--- config.mk ---
export PLATFORM = sky130hd
export DESIGN_NAME = axi_read_upsizer
export DESIGN_NICKNAME = d
export VERILOG_FILES = /design/src/verilog/upsize_read_pkg.sv /design/src/verilog/axi_bus_pkg.sv /design/src/verilog/axi_read_upsizer.sv /design/src/verilog/r_beat_splitter.sv /design/src/verilog/ar_info_fifo.sv /design/src/verilog/ar_translate.sv
export SDC_FILE = /design/constraint.sdc
export NUM_CORES = 1
export LEC_CHECK = 0
export ABC_AREA = 1
export BUFFER_PORTS_ARGS = -buffer_cell sky130_fd_sc_hd__buf_4
export CAP_MARGIN = 20
export CORE_UTILIZATION = 47
export CTS_BUF_LIST = sky130_fd_sc_hd__clkbuf_8 sky130_fd_sc_hd__clkbuf_16
export CTS_CLUSTER_DIAMETER = 50
export CTS_CLUSTER_SIZE = 28
export DETAILED_ROUTE_END_ITERATION = 16
export PLACE_DENSITY = 0.81
export SLEW_MARGIN = 20
export SYNTH_ARGS = -nofsm -noshare
export SYNTH_HDL_FRONTEND = slang
export SYNTH_SLANG_ARGS = --single-unit
export TNS_END_PERCENT = 5
--- constraint.sdc ---
create_clock -name clk_i -period 3.07 [get_ports clk_i]
set_clock_uncertainty 0.15 [all_clocks]
set_input_delay 0.614 -clock clk_i [delete_from_list [all_inputs] [get_ports clk_i]]
set_output_delay 0.614 -clock clk_i [all_outputs]
set_load 0.02 [all_outputs]
--- src/verilog/upsize_read_pkg.sv ---
// Read upsizer constants
// Word lane indexing inside a wide beat, depth of the
// request information queue and the splitter FSM states

`default_nettype none

package upsize_read_pkg;

    //////////////////////////////////////////////////
    // Converter geometry
    //////////////////////////////////////////////////

    // Narrow words per wide beat
    localparam int unsigned RATIO      = 4;

    // Bits needed to pick one of the RATIO words
    localparam int unsigned LANE_BITS  = 2;

    // Outstanding read requests
    localparam int unsigned INFO_DEPTH = 4;

    //////////////////////////////////////////////////
    // Types
    //////////////////////////////////////////////////

    // Word position inside a wide beat
    typedef logic [LANE_BITS-1:0] lane_t;

    // Return path FSM
    // Idle waits for request info, active walks lanes
    typedef enum logic
    {
        SPLIT_IDLE   = 1'b0,
        SPLIT_ACTIVE = 1'b1
    } split_state_e;

endpackage

`default_nettype wire

--- src/verilog/axi_bus_pkg.sv ---
// AXI bus definitions for the read upsizer
// Widths and field types shared by the 32-bit slave side
// and the 128-bit master side of the converter

`default_nettype none

package axi_bus_pkg;

    //////////////////////////////////////////////////
    // Field types
    //////////////////////////////////////////////////

    // Byte address on both sides
    typedef logic [31:0]  addr_t;

    // One slave-side word
    typedef logic [31:0]  narrow_data_t;

    // One master-side beat, four slave words
    typedef logic [127:0] wide_data_t;

    // Beats minus one, as on the AXI len field
    typedef logic [7:0]   axi_len_t;

    // Log2 of bytes per beat
    typedef logic [2:0]   axi_size_t;

    // Same id and user width on both sides
    typedef logic [2:0]   axi_id_t;
    typedef logic [5:0]   axi_user_t;

    //////////////////////////////////////////////////
    // Bus geometry
    //////////////////////////////////////////////////

    localparam int unsigned NARROW_BYTES = 4;
    localparam int unsigned WIDE_BYTES   = 16;

    // Size code sent with every master read
    localparam axi_size_t   WIDE_SIZE    = 3'd4;

endpackage

`default_nettype wire
--- src/verilog/axi_read_upsizer.sv ---
// AXI4 read upsizer, 32-bit slave side to 128-bit master side.
// Read requests pass straight through with a wide address and
// length. A small queue remembers each request so the returned
// wide beats can be split back into narrow INCR beats

`timescale 1ns/10ps
`default_nettype none

module axi_read_upsizer
    import axi_bus_pkg::*;
    import upsize_read_pkg::*;
(
    input  logic         clk_i,
    input  logic         rst_ni,

    // Slave AR
    input  logic         s_ar_valid_i,
    input  addr_t        s_ar_addr_i,
    input  axi_len_t     s_ar_len_i,
    input  axi_id_t      s_ar_id_i,
    input  axi_user_t    s_ar_user_i,
    output logic         s_ar_ready_o,

    // Slave R
    output logic         s_r_valid_o,
    output narrow_data_t s_r_data_o,
    output logic         s_r_last_o,
    output axi_id_t      s_r_id_o,
    output axi_user_t    s_r_user_o,
    input  logic         s_r_ready_i,

    // Master AR
    output logic         m_ar_valid_o,
    output addr_t        m_ar_addr_o,
    output axi_len_t     m_ar_len_o,
    output axi_size_t    m_ar_size_o,
    output axi_id_t      m_ar_id_o,
    output axi_user_t    m_ar_user_o,
    input  logic         m_ar_ready_i,

    // Master R
    input  logic         m_r_valid_i,
    input  wide_data_t   m_r_data_i,
    input  logic         m_r_last_i,
    output logic         m_r_ready_o
);

    lane_t    first_lane;
    lane_t    last_lane;
    logic     info_full;
    logic     ar_push;
    logic     info_valid;
    logic     info_pop;
    axi_len_t info_len;
    lane_t    info_first_lane;

    //////////////////////////////////////////////////
    // Request path
    //////////////////////////////////////////////////

    ar_translate u_ar_translate
    (
        .slave_addr_i (s_ar_addr_i),
        .slave_len_i  (s_ar_len_i),
        .wide_addr_o  (m_ar_addr_o),
        .wide_len_o   (m_ar_len_o),
        .first_lane_o (first_lane),
        .last_lane_o  (last_lane)
    );

    assign m_ar_size_o = WIDE_SIZE;
    assign m_ar_id_o   = s_ar_id_i;
    assign m_ar_user_o = s_ar_user_i;

    // Both AR sides stall while the queue has no room
    assign m_ar_valid_o = s_ar_valid_i & ~info_full;
    assign s_ar_ready_o = m_ar_ready_i & ~info_full;

    // Master transfer and slave transfer coincide
    assign ar_push = m_ar_valid_o & m_ar_ready_i;

    //////////////////////////////////////////////////
    // Request info queue
    //////////////////////////////////////////////////

    // Head last lane kept for the record, the splitter counts beats
    ar_info_fifo u_ar_info_fifo
    (
        .clk_i        (clk_i),
        .rst_ni       (rst_ni),
        .push_i       (ar_push),
        .slave_len_i  (s_ar_len_i),
        .id_i         (s_ar_id_i),
        .user_i       (s_ar_user_i),
        .first_lane_i (first_lane),
        .last_lane_i  (last_lane),
        .full_o       (info_full),
        .info_valid_o (info_valid),
        .pop_i        (info_pop),
        .slave_len_o  (info_len),
        .id_o         (s_r_id_o),
        .user_o       (s_r_user_o),
        .first_lane_o (info_first_lane),
        .last_lane_o  ()
    );

    //////////////////////////////////////////////////
    // Return path
    //////////////////////////////////////////////////

    // m_r_last_i not needed, narrow beats are counted in the splitter
    r_beat_splitter u_r_beat_splitter
    (
        .clk_i        (clk_i),
        .rst_ni       (rst_ni),
        .info_valid_i (info_valid),
        .info_len_i   (info_len),
        .first_lane_i (info_first_lane),
        .pop_o        (info_pop),
        .m_r_valid_i  (m_r_valid_i),
        .m_r_data_i   (m_r_data_i),
        .m_r_ready_o  (m_r_ready_o),
        .s_r_valid_o  (s_r_valid_o),
        .s_r_data_o   (s_r_data_o),
        .s_r_last_o   (s_r_last_o),
        .s_r_ready_i  (s_r_ready_i)
    );

endmodule

`default_nettype wire

--- src/verilog/r_beat_splitter.sv ---
// Read data splitter
// Cuts each 128-bit master read beat into 32-bit slave beats.
// Starts at the first lane of the head request and counts the
// narrow beats down, so the final lane follows from the length.
// The wide beat is released after lane 3 or the closing beat

`timescale 1ns/10ps
`default_nettype none

module r_beat_splitter
    import axi_bus_pkg::*;
    import upsize_read_pkg::*;
(
    input  logic         clk_i,
    input  logic         rst_ni,

    // Head of the request queue
    input  logic         info_valid_i,
    input  axi_len_t     info_len_i,
    input  lane_t        first_lane_i,
    output logic         pop_o,

    // Master R channel
    input  logic         m_r_valid_i,
    input  wide_data_t   m_r_data_i,
    output logic         m_r_ready_o,

    // Slave R channel
    output logic         s_r_valid_o,
    output narrow_data_t s_r_data_o,
    output logic         s_r_last_o,
    input  logic         s_r_ready_i
);

    //////////////////////////////////////////////////
    // State
    //////////////////////////////////////////////////

    split_state_e state_q;
    split_state_e state_d;

    // Lane sent on the next narrow beat
    lane_t        lane_q;
    lane_t        lane_d;

    // Narrow beats still owed after the current one
    axi_len_t     remain_q;
    axi_len_t     remain_d;

    // Wide beat viewed as its narrow words, lane 0 lowest
    narrow_data_t [RATIO-1:0] wide_words;

    // Narrow beat accepted by the slave this cycle
    logic         beat_fire;

    // Current beat closes the request
    logic         last_beat;

    // Current lane is the top word of the wide beat
    logic         top_lane;

    assign wide_words = m_r_data_i;

    assign last_beat  = (remain_q == '0);
    assign top_lane   = (lane_q == lane_t'(RATIO - 1));

    always_ff @(posedge clk_i or negedge rst_ni)
    begin
        if (!rst_ni)
        begin
            state_q  <= SPLIT_IDLE;
            lane_q   <= '0;
            remain_q <= '0;
        end
        else
        begin
            state_q  <= state_d;
            lane_q   <= lane_d;
            remain_q <= remain_d;
        end
    end

    //////////////////////////////////////////////////
    // Lane walk and handshakes
    //////////////////////////////////////////////////

    always_comb
    begin
        state_d     = state_q;
        lane_d      = lane_q;
        remain_d    = remain_q;

        s_r_valid_o = 1'b0;
        s_r_last_o  = 1'b0;
        m_r_ready_o = 1'b0;
        pop_o       = 1'b0;
        beat_fire   = 1'b0;

        // Data follows the lane in every state
        s_r_data_o  = wide_words[lane_q];

        case (state_q)
            SPLIT_IDLE:
            begin
                // Load the next request from the queue head
                if (info_valid_i)
                begin
                    lane_d   = first_lane_i;
                    remain_d = info_len_i;
                    state_d  = SPLIT_ACTIVE;
                end
            end

            SPLIT_ACTIVE:
            begin
                s_r_valid_o = m_r_valid_i;
                s_r_last_o  = last_beat;
                beat_fire   = m_r_valid_i & s_r_ready_i;

                // Only take the wide beat once its lanes are used up
                m_r_ready_o = beat_fire & (top_lane | last_beat);

                if (beat_fire)
                begin
                    // Lane wraps to 0 after lane 3
                    lane_d   = lane_q + 1'b1;
                    remain_d = remain_q - 1'b1;

                    if (last_beat)
                    begin
                        pop_o   = 1'b1;
                        state_d = SPLIT_IDLE;
                    end
                end
            end

            default:
            begin
                state_d = SPLIT_IDLE;
            end
        endcase
    end

endmodule

`default_nettype wire

--- src/verilog/ar_info_fifo.sv ---
// Read request information queue
// Circular buffer holding, per outstanding read, the narrow
// length, id, user and first and last word lanes. The head
// entry feeds the return path until it is popped

`timescale 1ns/10ps
`default_nettype none

module ar_info_fifo
    import axi_bus_pkg::*;
    import upsize_read_pkg::*;
(
    input  logic      clk_i,
    input  logic      rst_ni,

    // Write side
    input  logic      push_i,
    input  axi_len_t  slave_len_i,
    input  axi_id_t   id_i,
    input  axi_user_t user_i,
    input  lane_t     first_lane_i,
    input  lane_t     last_lane_i,
    output logic      full_o,

    // Read side
    output logic      info_valid_o,
    input  logic      pop_i,
    output axi_len_t  slave_len_o,
    output axi_id_t   id_o,
    output axi_user_t user_o,
    output lane_t     first_lane_o,
    output lane_t     last_lane_o
);

    // Storage, one array per field
    axi_len_t  len_mem   [INFO_DEPTH];
    axi_id_t   id_mem    [INFO_DEPTH];
    axi_user_t user_mem  [INFO_DEPTH];
    lane_t     first_mem [INFO_DEPTH];
    lane_t     last_mem  [INFO_DEPTH];

    // Pointers wrap on their own since depth is a power of two
    logic [$clog2(INFO_DEPTH)-1:0] wr_ptr_q;
    logic [$clog2(INFO_DEPTH)-1:0] rd_ptr_q;

    // One extra bit so a full queue can be told from an empty one
    logic [$clog2(INFO_DEPTH):0]   count_q;

    logic do_push;
    logic do_pop;

    //////////////////////////////////////////////////
    // Status
    //////////////////////////////////////////////////

    // MSB alone is set only at INFO_DEPTH entries
    assign full_o       = count_q[$clog2(INFO_DEPTH)];
    assign info_valid_o = |count_q;

    assign do_push = push_i & ~full_o;
    assign do_pop  = pop_i & info_valid_o;

    //////////////////////////////////////////////////
    // Pointers and occupancy
    //////////////////////////////////////////////////

    always_ff @(posedge clk_i or negedge rst_ni)
    begin
        if (!rst_ni)
        begin
            wr_ptr_q <= '0;
            rd_ptr_q <= '0;
            count_q  <= '0;
        end
        else
        begin
            if (do_push)
                wr_ptr_q <= wr_ptr_q + 1'b1;
            if (do_pop)
                rd_ptr_q <= rd_ptr_q + 1'b1;

            // Push and pop together leave the count alone
            case ({do_push, do_pop})
                2'b10:   count_q <= count_q + 1'b1;
                2'b01:   count_q <= count_q - 1'b1;
                default: count_q <= count_q;
            endcase
        end
    end

    // Entry write
    always_ff @(posedge clk_i)
    begin
        if (do_push)
        begin
            len_mem[wr_ptr_q]   <= slave_len_i;
            id_mem[wr_ptr_q]    <= id_i;
            user_mem[wr_ptr_q]  <= user_i;
            first_mem[wr_ptr_q] <= first_lane_i;
            last_mem[wr_ptr_q]  <= last_lane_i;
        end
    end

    // Head of queue
    assign slave_len_o  = len_mem[rd_ptr_q];
    assign id_o         = id_mem[rd_ptr_q];
    assign user_o       = user_mem[rd_ptr_q];
    assign first_lane_o = first_mem[rd_ptr_q];
    assign last_lane_o  = last_mem[rd_ptr_q];

endmodule

`default_nettype wire

--- src/verilog/ar_translate.sv ---
// Read address translation
// Turns a narrow INCR read request into the matching wide one.
// Aligns the address to a wide beat, recomputes the beat count
// and reports the word lanes of the first and last narrow beat

`timescale 1ns/10ps
`default_nettype none

module ar_translate
    import axi_bus_pkg::*;
    import upsize_read_pkg::*;
(
    input  addr_t    slave_addr_i,
    input  axi_len_t slave_len_i,

    output addr_t    wide_addr_o,
    output axi_len_t wide_len_o,
    output lane_t    first_lane_o,
    output lane_t    last_lane_o
);

    //////////////////////////////////////////////////
    // Internal signals
    //////////////////////////////////////////////////

    // Byte address of the final narrow word
    addr_t end_addr;

    // End address rounded down to a wide beat
    addr_t end_wide_addr;

    // Byte distance between first and last wide beat
    addr_t wide_span;

    //////////////////////////////////////////////////
    // Address arithmetic
    //////////////////////////////////////////////////

    // Slave size is fixed so each beat moves NARROW_BYTES
    assign end_addr = slave_addr_i
                    + (addr_t'(slave_len_i) << $clog2(NARROW_BYTES));

    // Wide read starts on the beat holding the first word
    assign wide_addr_o   = slave_addr_i & ~addr_t'(WIDE_BYTES - 1);
    assign end_wide_addr = end_addr & ~addr_t'(WIDE_BYTES - 1);

    // Whole wide beats between the two ends
    assign wide_span  = end_wide_addr - wide_addr_o;
    assign wide_len_o = axi_len_t'(wide_span >> $clog2(WIDE_BYTES));

    //////////////////////////////////////////////////
    // Word lanes
    //////////////////////////////////////////////////

    // Word index inside the beat is address bits 3:2
    assign first_lane_o = slave_addr_i[$clog2(NARROW_BYTES) +: LANE_BITS];

    // Same bits of the end address give the closing lane
    assign last_lane_o  = end_addr[$clog2(NARROW_BYTES) +: LANE_BITS];

endmodule

`default_nettype wire

==> impl_metrics.env <==
export IMPL_outcome="complete, but fails checks"
export IMPL_violations="setup timing"
export IMPL_area_growth_pct=42.5
export IMPL_finalHoldViolCount=0
export IMPL_peakVddDrop_v=0.000387
export IMPL_place_area_um2=7660
export IMPL_core_um2=12100
export IMPL_finalNetCount=1121
export IMPL_relSlewSlack_pct=58.7
export IMPL_drtIter0Drc=557
export IMPL_grt_use_total_pct=27.9
export IMPL_io_buffers=227
export IMPL_dieArea_um2=12900
export IMPL_synth_compound_area_share_pct=15.9
export IMPL_gp_congestion=0.865
export IMPL_min_path_cells=1
export IMPL_whs_endpoint="u_ar_info_fifo.user_mem[3][1]$_DFFE_PP_"
export IMPL_rrSetupSlack_ns=0.64
export IMPL_layout_commonest_cell="buf_4"
export IMPL_row_count=40
export IMPL_arrival_ns=2.65
export IMPL_critPathBufInv=4
export IMPL_final_cell_mix="buf_4 (261), nor2_1 (118), o21ai_0 (92)"
export IMPL_rr_endpoint="u_ar_info_fifo.count_q[2]$_DFFE_PN0P_"
export IMPL_met1_usage_pct=33.8
export IMPL_ios=282
export IMPL_slew_viol_final=0
export IMPL_path_cells="buf_4 -> ha_4 -> inv_1 -> o21ai_0 -> nor2_1 -> nand3_1 -> nand2_2 -> ha_4 -> a21oi_4 -> o21ai_2 -> nor2_2 -> inv_1 -> nand2_1 -> nand2_1 -> buf_6"
export IMPL_critical_path_top_delay_family="simple AND/OR/NAND/NOR gates"
export IMPL_finalWorstSetupSlack_ns=-0.342
export IMPL_fillCellCount=894
export IMPL_syn_area_per_cell_um2=8.33
export IMPL_clk_latency_ns=0.34
export IMPL_final_area_um2=8320
export IMPL_n_antenna_cell=0
export IMPL_fmax_mhz=293
export IMPL_use_met2_pct=47.5
export IMPL_grt_max_degree=66
export IMPL_synth_distinct_cells=30
export IMPL_cts_root_buf="clkbuf_16"
export IMPL_start_util_pct=48.4
export IMPL_setup_viol=6
export IMPL_multiInputGateArea_um2=2710
export IMPL_vias=5793
export IMPL_ant_nets=0
export IMPL_syn_inst=701
export IMPL_rsz0062_at_grt="true"
export IMPL_synthAdderAreaFrac_pct=5.19
export IMPL_ys_seq_area_share_pct=46.8
export IMPL_ys_ff_latch=94
export IMPL_period_share_pct=111
export IMPL_synth_area_top_cells="edfxtp_1 (39%), o21ai_0 (8.2%), nor2_1 (7.8%)"
export IMPL_path_class="in -> out"
export IMPL_cp_end_kind="output port"
export IMPL_cts_made_buffers=9
export IMPL_clockBufferDepth=2
export IMPL_firstDrtPassIters=6
export IMPL_dieHeight_um=113
export IMPL_max_cap_violations=0
export IMPL_leakage_nw=3.69
export IMPL_routed_via_density=5.33
export IMPL_busiest_layer="met2"
export IMPL_cts_tree="yes"
export IMPL_reg2reg_from="u_r_beat_splitter.remain_q[0]$_DFFE_PN0P_"
export IMPL_drcViolationCount=0
export IMPL_cts_sinks=94
export IMPL_yosys_area_top_type="edfxtp_1"
export IMPL_synth_xor_area_share_pct=1.50
export IMPL_r2r_cells=12
export IMPL_grt_pass1_wl_um=27500
export IMPL_period_needed_ns=3.41
export IMPL_yosys_mux_area_fraction_pct=0
export IMPL_crit_fanout=3
export IMPL_cts_htree_levels=3
export IMPL_max_stage_delay_ns=0.28
export IMPL_cpMaxStageDelayCell="o21ai_0"
export IMPL_synth_top_family_by_area="simple AND/OR/NAND/NOR gates"
export IMPL_ff_latch_area_um2=2730
export IMPL_synth_top_area_share_pct=39.1
export IMPL_synth_simple_area_share_pct=18.1
export IMPL_worstHoldStart="s_ar_user_i[1]"
export IMPL_place_ws_ns=-0.374
export IMPL_grt_overflow=0
export IMPL_die_w_um=113
export IMPL_powerDensity_nw_per_um2=629
export IMPL_wl_per_cell_um=17.3
export IMPL_startpoint_type="primary input"
export IMPL_grt_pass1_vias=5489
export IMPL_path_depth=15
export IMPL_use_met3_pct=7.01
export IMPL_max_slew_worst_pin_slew_ns=0.618
export IMPL_synth_area_um2=5840
export IMPL_drive_above_1_share_pct=38.7
export IMPL_path_clk_slew_ns=0.07
export IMPL_antenna_found_initial=0
export IMPL_routed_wl_um=18800
export IMPL_min_path_type="in -> reg"
export IMPL_yosysWarnings=0
export IMPL_dp_hpwl_um=12400
export IMPL_cp_required_ns=2.31
## routing by layer
layer	share of wire, %	vias to the layer above
met4	3.0	0
li1	-	2751
met1	39	2683
met3	9.0	49
met5	0	-
met2	49	310
## layout make-up
class,instances,share of cell area [%]
timing repair buffer,275,25.7
multi-input combinational,475,32.6
sequential,94,32.9
tap,168,2.53
clock inverter,7,0.963
clock buffer,9,2.71
inverter,59,2.66
## where the power goes
group,internal (W),switching (W)
Combinational,0.00104,0.00148
Clock,0.000577,0.000517
Sequential,0.00152,0.0000933
Total,0.00314,0.00209
## worst max path at each step
stage / from / end / slack (ns)
after floorplan: s_ar_addr_i[5] / m_ar_len_o[7] / -0.05
after global placement: s_ar_addr_i[5] / m_ar_len_o[7] / -0.33
after detailed placement: s_ar_addr_i[5] / m_ar_len_o[7] / -0.37
after CTS: s_ar_addr_i[6] / m_ar_len_o[6] / -0.13
after global routing: s_ar_len_i[6] / m_ar_len_o[6] / -0.40
final: s_ar_len_i[6] / m_ar_len_o[6] / -0.34
## registers in the layout, indices dropped and copies added, names as in the netlist
register / count
u_ar_info_fifo.count_q: 3
u_ar_info_fifo.first_mem: 8
u_r_beat_splitter.lane_q: 2
u_r_beat_splitter.remain_q: 8
u_ar_info_fifo.id_mem: 12
u_ar_info_fifo.len_mem: 32
u_ar_info_fifo.user_mem: 24
u_r_beat_splitter.state_q: 1
u_ar_info_fifo.rd_ptr_q: 2
u_ar_info_fifo.wr_ptr_q: 2
## cell families after synthesis
group | count (synthesis)
and+or+nand+nor | 263
AOI/OAI and AO/OA | 172
buffers and inverters | 137
DFF | 94
adders and majority gates | 23
xor gates and xnor gates | 10
other | 2
## synth_stat cells
cell type and number:
xor2_1 6, nor2_1 122, ha_1 21, buf_2 7, buf_6 2, inv_1 53
a22oi_1 1, a21oi_1 19, nand2_1 98, conb_1 2, o21bai_1 2, edfxtp_1 76
o21ai_1 7, a21o_1 1, a31oi_1 2, fa_1 2, dfrtp_1 18, buf_4 49
nor2_4 1, o21ai_0 96, clkbuf_1 20, nand4_1 2, inv_2 6, nand3_1 34
o211ai_1 1, o22ai_1 43, nor2_2 3, xnor2_1 4, nand2_2 1, nor3_1 2
## stage by stage
stage	utilization [%]	hold slack, ns	instances	power (W)	setup TNS [ns]
4_1_cts	68.1	0.319	1086	0.00514	-0.432
2_1_floorplan	-	0.168	706	0.00305	-0.149
3_5_place_dp	63.5	0.339	1067	0.00397	-1.71
6_report	68.9	0.327	1087	0.00523	-1.33
5_1_grt	68.9	0.317	1087	0.00549	-1.79
3_3_place_gp	63.5	0.316	1067	0.00393	-1.49
## repair_timing
item                       4_1_cts  5_1_grt
pin swaps                       37       15
resized for setup               51       23
hold endpoints to repair        18        0
gates cloned                     0        0
buffers inserted                 2        1
hold buffers                     1        0
setup endpoints to repair        7        6
Power figures use the tool's default switching activity.
